===== config.mk =====
export PLATFORM = sky130hd
export DESIGN_NAME = uart
export DESIGN_NICKNAME = d
export VERILOG_FILES = /design/src/hw/uart_pkg.sv /design/src/hw/uart_tx.sv /design/src/hw/uart_rx.sv /design/src/hw/uart.sv
export SDC_FILE = /design/constraint.sdc
export NUM_CORES = 1
export LEC_CHECK = 0
export BUFFER_PORTS_ARGS = -buffer_cell sky130_fd_sc_hd__clkbuf_2
export CORE_MARGIN = 2
export CORE_UTILIZATION = 45
export DETAILED_ROUTE_END_ITERATION = 8
export HOLD_SLACK_MARGIN = 0.05
export PLACE_DENSITY = 0.68
export SETUP_SLACK_MARGIN = 0.02
export SYNTH_ARGS = -nofsm -noshare
export SYNTH_HDL_FRONTEND = slang
export SYNTH_SLANG_ARGS = --single-unit

===== constraint.sdc =====
create_clock -name clk -period 11.6 [get_ports clk]
set_clock_uncertainty 0.2 [all_clocks]
set_input_delay 0.58 -clock clk [delete_from_list [all_inputs] [get_ports clk]]
set_output_delay 0.58 -clock clk [all_outputs]
set_load 0.05 [all_outputs]

===== src/hw/uart_pkg.sv =====
// serial packet link definitions

package uart_pkg;

    ////////////////////////////////////////////////////////////
    // sizes
    ////////////////////////////////////////////////////////////
    localparam int PKT_W      = 64;                // packet with parity bit
    localparam int BODY_W     = PKT_W - 1;         // packet without parity
    localparam int FIFO_BITS  = 11;                // event fifo address width
    localparam int FIFO_DEPTH = 1 << FIFO_BITS;    // 2048 entries
    localparam int BIT_CLKS   = 2;                 // clocks per serial bit
    localparam int PHASE_W    = $clog2(BIT_CLKS);  // clock-within-bit counter
    localparam int BCNT_W     = $clog2(PKT_W + 2); // start + 64 bits + stop
    localparam int PKT_CNT_W  = 16;                // received packet counter

    localparam logic [31:0] CFG_MAGIC = 32'h8950_4E47;

    ////////////////////////////////////////////////////////////
    // packet decode
    ////////////////////////////////////////////////////////////
    typedef enum logic [1:0] {
        PKT_UNUSED = 2'b00,
        PKT_DATA   = 2'b01,
        PKT_CFG_WR = 2'b10,
        PKT_CFG_RD = 2'b11
    } pkt_type_t;

    // data packet, msb first
    typedef struct packed {
        logic        downstream;   // 62
        logic [1:0]  shared_fifo;  // 61:60 half full / full
        logic [1:0]  local_fifo;   // 59:58
        logic [1:0]  trigger;      // 57:56 normal, ext, cross, periodic
        logic [9:0]  adc;          // 55:46
        logic        cds;          // 45
        logic        reset_sample; // 44
        logic [27:0] timestamp;    // 43:16
        logic [5:0]  channel;      // 15:10
        logic [7:0]  chip_id;      // 9:2
        pkt_type_t   pkt_type;     // 1:0
    } data_pkt_t;

    // configuration packet
    typedef struct packed {
        logic [4:0]  pad;          // 62:58
        logic [31:0] magic;        // 57:26 must read CFG_MAGIC
        logic [7:0]  reg_data;     // 25:18
        logic [7:0]  reg_addr;     // 17:10
        logic [7:0]  chip_id;      // 9:2
        pkt_type_t   pkt_type;     // 1:0
    } cfg_pkt_t;

    // one 63-bit body, two readings selected by pkt_type
    typedef union packed {
        data_pkt_t data;
        cfg_pkt_t  cfg;
    } pkt_body_u;

endpackage


===== src/hw/uart_tx.sv =====
// uart packet transmitter

`timescale 1ns/1ps

module uart_tx (
    input  logic                       clk,
    input  logic                       rst,
    input  logic [uart_pkg::PKT_W-1:0] tx_data,    // parity + body
    input  logic                       ld_tx_data, // load strobe
    input  logic                       tx_enable,
    output logic                       tx_out,
    output logic                       tx_busy
);

    import uart_pkg::*;

    localparam logic [BCNT_W-1:0] LAST_DATA = BCNT_W'(PKT_W);     // index of bit 63
    localparam logic [BCNT_W-1:0] STOP_BIT  = BCNT_W'(PKT_W + 1); // frame end

    logic               active;   // frame in flight
    logic [PKT_W-1:0]   shreg;    // remaining data bits, lsb next
    logic [PHASE_W-1:0] phase;    // clock within current bit
    logic [BCNT_W-1:0]  bit_cnt;  // 0 start, 1..64 data, 65 stop
    logic               bit_end;
    logic               tx_load;
    logic               tx_shift;

    assign bit_end  = active && (phase == PHASE_W'(BIT_CLKS - 1));
    assign tx_load  = !active && ld_tx_data && tx_enable; // ignored when disabled
    assign tx_shift = bit_end && (bit_cnt < LAST_DATA);   // next bit is a data bit

    // disabled link looks busy so the fifo keeps its packets
    assign tx_busy = active | ~tx_enable;

    ////////////////////////////////////////////////////////////
    // frame control
    ////////////////////////////////////////////////////////////
    always_ff @(posedge clk) begin
        if (rst) begin
            active  <= 1'b0;
            tx_out  <= 1'b1;   // line idles high
            phase   <= '0;
            bit_cnt <= '0;
        end else if (!active) begin
            phase   <= '0;
            bit_cnt <= '0;
            if (tx_load) begin
                active <= 1'b1;
                tx_out <= 1'b0;  // start bit from next cycle
            end
        end else if (bit_end) begin
            phase   <= '0;
            bit_cnt <= bit_cnt + 1'b1;
            if (bit_cnt == STOP_BIT)
                active <= 1'b0;       // stop bit done
            else if (bit_cnt == LAST_DATA)
                tx_out <= 1'b1;       // stop bit
            else
                tx_out <= shreg[0];   // lsb first
        end else begin
            phase <= phase + 1'b1;
        end
    end

    // payload shift register
    always_ff @(posedge clk) begin
        if (tx_load)
            shreg <= tx_data;
        else if (tx_shift)
            shreg <= {1'b0, shreg[PKT_W-1:1]};
    end

endmodule


===== src/hw/uart_rx.sv =====
// uart packet receiver

`timescale 1ns/1ps

module uart_rx (
    input  logic                clk,
    input  logic                rst,
    input  logic                rx_in,       // serial line from previous chip
    input  logic                rx_enable,   // acts as clock enable
    input  logic                uld_rx_data, // unload strobe
    output uart_pkg::pkt_body_u rx_data,
    output logic                rx_empty,
    output logic                parity_error,
    output logic                rx_done      // one pulse per frame
);

    import uart_pkg::*;

    localparam logic [BCNT_W-1:0] STOP_BIT = BCNT_W'(PKT_W + 1);

    logic [2:0]         rx_sync;   // [1:0] synchronizer, [2] previous value
    logic               rx_bit;    // synchronized line
    logic               active;    // inside a frame
    logic [PHASE_W-1:0] phase;
    logic [BCNT_W-1:0]  bit_cnt;   // 0 start, 1..64 data, 65 stop
    logic [PKT_W-1:0]   shreg;     // collected bits, first bit ends at [0]
    logic               sample;    // second clock of the bit
    logic               start_edge;
    logic               frame_load;

    assign rx_bit     = rx_sync[1];
    assign start_edge = rx_sync[2] & ~rx_sync[1];  // falling edge
    assign sample     = active && (phase == PHASE_W'(BIT_CLKS - 1));
    assign frame_load = rx_enable && sample && (bit_cnt == STOP_BIT);

    ////////////////////////////////////////////////////////////
    // bit timing
    ////////////////////////////////////////////////////////////
    always_ff @(posedge clk) begin
        if (rst) begin
            rx_sync <= '1;
            active  <= 1'b0;
            phase   <= '0;
            bit_cnt <= '0;
        end else if (rx_enable) begin
            rx_sync <= {rx_sync[1:0], rx_in};
            if (!active) begin
                if (start_edge) begin
                    active  <= 1'b1;
                    phase   <= PHASE_W'(1);  // edge cycle is clock 0 of start
                    bit_cnt <= '0;
                end
            end else if (sample) begin
                phase   <= '0;
                bit_cnt <= bit_cnt + 1'b1;
                if (bit_cnt == '0 && rx_bit)
                    active <= 1'b0;          // glitch, start bit not low
                else if (bit_cnt == STOP_BIT)
                    active <= 1'b0;          // frame complete
            end else begin
                phase <= phase + 1'b1;
            end
        end
    end

    // data bits arrive lsb first and shift in from the top
    always_ff @(posedge clk) begin
        if (rx_enable && sample && bit_cnt != '0 && bit_cnt != STOP_BIT)
            shreg <= {rx_bit, shreg[PKT_W-1:1]};
    end

    ////////////////////////////////////////////////////////////
    // output holding register
    ////////////////////////////////////////////////////////////
    always_ff @(posedge clk) begin
        if (frame_load)
            rx_data <= shreg[BODY_W-1:0];  // overwrites unread data
    end

    always_ff @(posedge clk) begin
        if (rst) begin
            rx_empty     <= 1'b1;
            parity_error <= 1'b0;
            rx_done      <= 1'b0;
        end else begin
            rx_done <= frame_load;
            if (frame_load) begin
                rx_empty     <= 1'b0;
                parity_error <= ~^shreg;   // odd parity over all 64 bits
            end else if (uld_rx_data) begin
                rx_empty <= 1'b1;
            end
        end
    end

endmodule


===== src/hw/uart.sv =====
// packet link with diagnostics

`timescale 1ns/1ps

module uart (
    input  logic                            clk,
    input  logic                            rst,
    input  uart_pkg::pkt_body_u             fifo_data,   // next event to send
    input  logic                            ld_tx_data,
    input  logic                            rx_in,
    input  logic                            uld_rx_data,
    input  logic                            rx_enable,
    input  logic                            tx_enable,
    input  logic                            enable_fifo_diagnostics,
    input  logic                            enable_packet_diagnostics,
    input  logic [uart_pkg::FIFO_BITS:0]    fifo_counter, // live fill count
    output logic                            tx_out,
    output logic                            tx_busy,
    output logic                            rx_empty,
    output logic                            parity_error,
    output uart_pkg::pkt_body_u             rx_data
);

    import uart_pkg::*;

    pkt_body_u            tx_body;    // body after diagnostic substitution
    logic [PKT_W-1:0]     tx_word;    // parity + body
    logic [PKT_CNT_W-1:0] pkt_count;  // frames received
    logic                 rx_done;

    ////////////////////////////////////////////////////////////
    // transmit word
    ////////////////////////////////////////////////////////////
    always_comb begin
        tx_body = fifo_data;
        if (enable_fifo_diagnostics)
            tx_body.data.timestamp[27:16] = fifo_counter;   // bits 43:32
        else if (enable_packet_diagnostics)
            tx_body.data.local_fifo = pkt_count[1:0];       // bits 59:58
    end

    // odd parity over the body as sent
    assign tx_word = {~^tx_body, tx_body};

    always_ff @(posedge clk) begin
        if (rst)
            pkt_count <= '0;
        else if (rx_done)
            pkt_count <= pkt_count + 1'b1;
    end

    uart_tx i_uart_tx (
        .clk        (clk),
        .rst        (rst),
        .tx_data    (tx_word),
        .ld_tx_data (ld_tx_data),
        .tx_enable  (tx_enable),
        .tx_out     (tx_out),
        .tx_busy    (tx_busy)
    );

    // frames from the previous chip in the chain
    uart_rx i_uart_rx (
        .clk          (clk),
        .rst          (rst),
        .rx_in        (rx_in),
        .rx_enable    (rx_enable),
        .uld_rx_data  (uld_rx_data),
        .rx_data      (rx_data),
        .rx_empty     (rx_empty),
        .parity_error (parity_error),
        .rx_done      (rx_done)
    );

endmodule


Yosys cells after proc, flatten, opt, wreduce, memory -nomap -nowiden:

Cells that the tools add are included.
W data, S select, Z words.

* bits in registers: 232
* output and inout port bits: 67

* add/subtract/negate cells: 5
* order comparisons: 1
* equal/unequal tests: 7
* muxes and demuxes: 27
* bitwise gates (word level): 5
* reduce and logical (&&, ||, !) cells: 24

Operators with widths (count)
* $mux W64: 2
* $reduce_xnor A64 Y1: 1
* $reduce_xnor A63 Y1: 1
* $eq A7 B7 Y1 const B: 3
* $mux W7: 3
* $mux W1: 19
* $add A16 B1 Y16 const B: 1
* $add A7 B1 Y7 const B: 2
* $mux W12: 1
* $logic_and A1 B1 Y1: 10
* $reduce_bool A2 Y1: 4
* $logic_not A7 Y1: 1
* $lt A7 B7 Y1 const B: 1
* $ne A7 B7 Y1 const B: 1
* $reduce_bool A7 Y1: 1
* $ne A2 B2 Y1 const B: 3
* $reduce_and A3 Y1: 2
* $mux W2: 2
* $not A1 Y1: 3
* $reduce_or A3 Y1: 1
* $add A1 B1 Y1 const B: 2
* $reduce_and A2 Y1: 1
* $reduce_or A2 Y1: 1
* $and A1 B1 Y1: 1
* other kinds (2): 2

Longest topological paths before layout:

* depth in word-level cells: 5
* mapped depth: 8
* depth with buffers taken out: 7

Modules after synthesis:

A second synthesis with hierarchy kept.

* cells, all modules: 689
* area, all modules: 9181.3 um2

Modules (own cells, without submodules)
* uart_rx: instances 1, cells an instance 268, area each 5042.3 um2, sequential area each 4113.9 um2
* uart_tx: instances 1, cells an instance 328, area each 3248.1 um2, sequential area each 2122.0 um2
* uart: instances 1, cells an instance 93, area each 890.9 um2, sequential area each 40.0 um2

Least setup slack after synthesis:

Ideal clock, no wire load.

* kind: input port to flip-flop
* from: in rx_enable
* to: reg i_uart_rx.shreg[0], enable pin
* arrival time: 5.776 ns
* required time: 10.816 ns
* path slack: 5.040 ns
* stages on the path: 3
* cells stage by stage: clkbuf_1 and3_1 a21boi_0

* cells in the longest elaborated chain, start to end: 3

RTL lines
* from (decl): line uart.sv:12 `input logic rx_enable,`
* $logic_and A1 B1 Y1 (3 in a row): line uart_rx.sv:68 `if (rx_enable && sample && bit_cnt != '0 && bit_cnt != STOP_BIT)`
* to (signal assigned): line uart_rx.sv:69 `shreg <= {rx_bit, shreg[PKT_W-1:1]};`
* to (decl): line uart_rx.sv:26 `logic [PKT_W-1:0] shreg;`

No other way between the ends.
A chain may end at the register's enable or synchronous reset.

Worst setup path after layout:

* from: reg i_uart_rx.bit_cnt[2]
* to: reg i_uart_rx.rx_data[19] (netlist bit), enable pin

* cells in the longest elaborated chain, start to end: 2

RTL lines
* from (decl): line uart_rx.sv:25 `logic [BCNT_W-1:0] bit_cnt;`
* from (signal assigned): line uart_rx.sv:55 `bit_cnt <= bit_cnt + 1'b1;`
* $eq A7 B7 Y1: line uart_rx.sv:34 `assign frame_load = rx_enable && sample && (bit_cnt == STOP_BIT);`
* $logic_and A1 B1 Y1: line uart_rx.sv:34
* via i_uart_rx.frame_load: line uart_rx.sv:29 `logic frame_load;`
* to (signal assigned): line uart_rx.sv:77 `rx_data <= shreg[BODY_W-1:0];`
* to (decl): line uart_rx.sv:11 `output uart_pkg::pkt_body_u rx_data,`

The timed path passes the listed nets, and every way through them passes these cells.

==> impl_metrics.sql <==
INSERT INTO impl_metrics (metric_group, metric, value, unit) VALUES
('run_status', 'outcome', 'finished, final reports clean', ''),
('power', 'share_comb_of_total_power', '8.4', '%'),
('yosys', 'synthesis.area', '9037', 'um2'),
('timing', 'report.final.hold_viol_count', '0', ''),
('timing', 'fin_crit_sh', '21.81', '%'),
('place', 'dpl_worst_slack', '8.628', 'ns'),
('clocking', 'cts-buffers-inserted', '23', ''),
('detailed_routing', 'post_drt_wl_per_cell', '15.93', 'um'),
('layout', 'final_design_area_no_fill', '10930', 'um2'),
('floorplan', 'chipHeight', '145.7', 'um'),
('place', 'detailed_place.area', '10120', 'um2'),
('yosys', 'synth_most_common_cell', 'sky130_fd_sc_hd__edfxtp_1', ''),
('power', 'internal_power', '0.001429', 'W'),
('detailed_routing', 'detail_route.first_pass.iterations', '4', ''),
('power', 'clk_network_pwr_share', '43.5', '%'),
('clocking', 'clk_transition_reported_paths', '0.06', 'ns'),
('yosys', 'synth_edf_count', '191', ''),
('yosys', 'synthDominantAreaCellType', 'sky130_fd_sc_hd__edfxtp_1', ''),
('worst_setup_path', 'crit-reg2reg-launch', 'i_uart_rx.bit_cnt[2]', ''),
('power', 'psw', '0.0003820', 'W'),
('layout', 'nets', '828', ''),
('global_route', 'grt_remaining_overflow', '0', ''),
('clocking', 'ctsRootBufferMaster', 'sky130_fd_sc_hd__clkbuf_16', ''),
('floorplan', 'floorplan.core_area', '19590', 'um2'),
('hold_path', 'worst_hold_path_type', 'in2reg', ''),
('clocking', 'cts_post_setup_buffers_inserted', '0', ''),
('timing', 'clock.fmax', '395.3', 'MHz'),
('yosys', 'synth-seq-area-share', '69.44', '%'),
('timing', 'slew_viol_final', '0', ''),
('timing', 'layout_setup_ws', '9.070', 'ns'),
('power', 'p_leak', '3.828', 'nW'),
('worst_setup_path', 'worst_ep_arrival_time', '2.48', 'ns'),
('layout', 'post_route_cells_drive_above_1_share', '32.05', '%'),
('yosys', 'ys.flop_type', 'sky130_fd_sc_hd__edfxtp_1', ''),
('worst_setup_path', 'crit_path_kind', 'reg2reg', ''),
('floorplan', 'placementRows', '51', ''),
('worst_setup_path', 'crit_required', '11.55', 'ns'),
('global_route', 'grt_first_pass_wirelength', '26.19', 'mm'),
('detailed_routing', 'route.vias.total', '4876', ''),
('clocking', 'clock_sinks', '218', ''),
('power', 'p_seq_share', '48.1', '%'),
('clocking', 'cts_resized', '0', ''),
('power', 'ir_drop', '0.0001098', 'V'),
('floorplan', 'die_span_in_x', '145.7', 'um'),
('worst_setup_path', 'timing.critical_path.from', 'i_uart_rx.bit_cnt[2]', ''),
('yosys', 'gate_count_of_the_mapped_netlist', '574', ''),
('floorplan', 'die-area', '21230', 'um2'),
('worst_setup_path', 'startpoint_type', 'register', ''),
('power', 'switching_share', '21.09', '%'),
('timing', 'finalSetupViolations', '0', ''),
('detailed_routing', 'drt_first_iter_violations', '283', ''),
('global_route', 'combined_global_route_utilization_of_all_metal_layers', '15.24', '%'),
('power', 'power.density_cell_area', '165.7', 'nW/um2'),
('floorplan', 'initial_core_utilization', '46.13', '%'),
('hold_path', 'hold_start', 'rx_in', ''),
('layout', 'finalCoreUtilization', '55.82', '%'),
('worst_setup_path', 'end_kind', 'register', ''),
('global_route', 'antenna_violations_before_repair', '3', ''),
('power', 'post-layout-total-power', '0.001811', 'W'),
('yosys', 'yosys.area.top_type_share', '63.46', '%'),
('worst_setup_path', 'critical_path.cell_chain', 'nor4_1 > nand2_1 > nor2_4 > buf_4', ''),
('clocking', 'tritoncts_clock_tree', 'built', ''),
('worst_setup_path', 'timing.critical_path.buf_inv', '1', ''),
('worst_setup_path', 'timing.critical_path.slowest_cell_delay', '0.64', 'ns'),
('clocking', 'cts.hold.buffers_added', '0', ''),
('place', 'placement.io_buffers', '150', ''),
('detailed_routing', 'routed_via_density', '4.776', ''),
('yosys', 'yosys_warnings', '0', ''),
('yosys', 'ys_async_sr_fraction', '0', '%'),
('yosys', 'synth.net_count', '664', ''),
('floorplan', 'ports', '151', '');
[path summary, 6_finish.rpt]
path / to / slack, ns / cells after the start
max reg2reg: i_uart_rx.rx_data[19] / 9.07 / 4
min: i_uart_rx.rx_sync[0] / 0.07 / 2
min reg2reg: i_uart_rx.rx_sync[1] / 0.26 / 1
max: i_uart_rx.rx_data[19] / 9.07 / 4
[power by group through the flow]
| stage | clock network, W | registers, W | logic, W |
|---|---|---|---|
| 3_5_place_dp | 0 | 0.000888 | 0.000154 |
| 5_1_grt | 0.000834 | 0.000873 | 0.000166 |
| 6_report | 0.000788 | 0.000872 | 0.000152 |
| 4_1_cts | 0.000806 | 0.000872 | 0.000155 |
| 3_3_place_gp | 0 | 0.000888 | 0.000147 |
| 2_1_floorplan | 0 | 0.000889 | 0.000112 |
[metrics by stage]
| step | std cells | hold slack, ns |
|---|---|---|
| after floorplan | 574 | 0.2314 |
| after global placement | 978 | 0.2349 |
| after detailed placement | 978 | 0.2475 |
| after CTS | 1020 | 0.06161 |
| after global routing | 1020 | 0.06361 |
| final | 1021 | 0.07407 |
[cell usage in the layout, fill, tap and decap left out, drive strengths merged, types with 2 or more instances in the layout]
cell type  count
a211o          4
a211oi         2
a21oi          9
buf            4
bufinv         5
clkbuf       178
clkinv         4
clkinvlp       4
dfxtp         27
edfxtp       191
ha             6
inv            7
mux2          49
mux2i         17
nand2         26
nand2b         4
nand3          4
nand3b         2
nand4          2
nor2          27
nor2b          5
nor3           3
o21ai         21
o21bai         2
or3            2
xnor2        107
xnor3          2
xor2          30
[cell families (layout without fill, tap and decap cells)]
kind of cell	count (synthesis)	in the layout	synth area share, %
AOI/OAI and AO/OA	44	44	2.880
xor gates and xnor gates	139	139	13.78
adders and majority gates	6	6	0.8307
buffers and inverters	21	202	0.9553
DFF	218	218	69.44
muxes	66	66	7.988
other	0	1	0
and+or+nand+nor	80	80	4.126
[cell type report]
| class | count | area, um2 | share of cell area [%] |
|---|---|---|---|
| clock buffers | 28 | 594.3 | 5.435 |
| inverters | 6 | 22.52 | 0.2060 |
| diodes | 1 | 2.502 | 0.02289 |
| flip-flops and latches | 218 | 6276 | 57.40 |
| repair buffers | 154 | 780.7 | 7.140 |
| well taps | 265 | 331.6 | 3.032 |
| clock inverters | 14 | 221.5 | 2.025 |
| multi-input cells | 335 | 2705 | 24.74 |
[registers in the layout (all words and copies together), names as in the netlist]
signal                  count
i_uart_rx.rx_sync           3
i_uart_tx.shreg            64
i_uart_rx.active            1
i_uart_tx.bit_cnt           7
i_uart_tx.tx_out            1
i_uart_rx.rx_done           1
i_uart_rx.bit_cnt           7
i_uart_tx.active            1
i_uart_rx.rx_data          63
i_uart_rx.rx_empty          1
i_uart_rx.phase             1
i_uart_rx.parity_error      1
pkt_count                   2
i_uart_tx.phase             1
i_uart_rx.shreg            64
[metal layers]
metal | up-vias | part of all wire [%] | global-route usage, %
met4 | 0 | 2.5 | 4.951
met1 | 2310 | 43 | 19.46
met5 | - | 0 | 0
met3 | 31 | 6.9 | 5.016
met2 | 123 | 47 | 24.72
li1 | 2412 | - | -
Power figures use the tool's default switching activity.
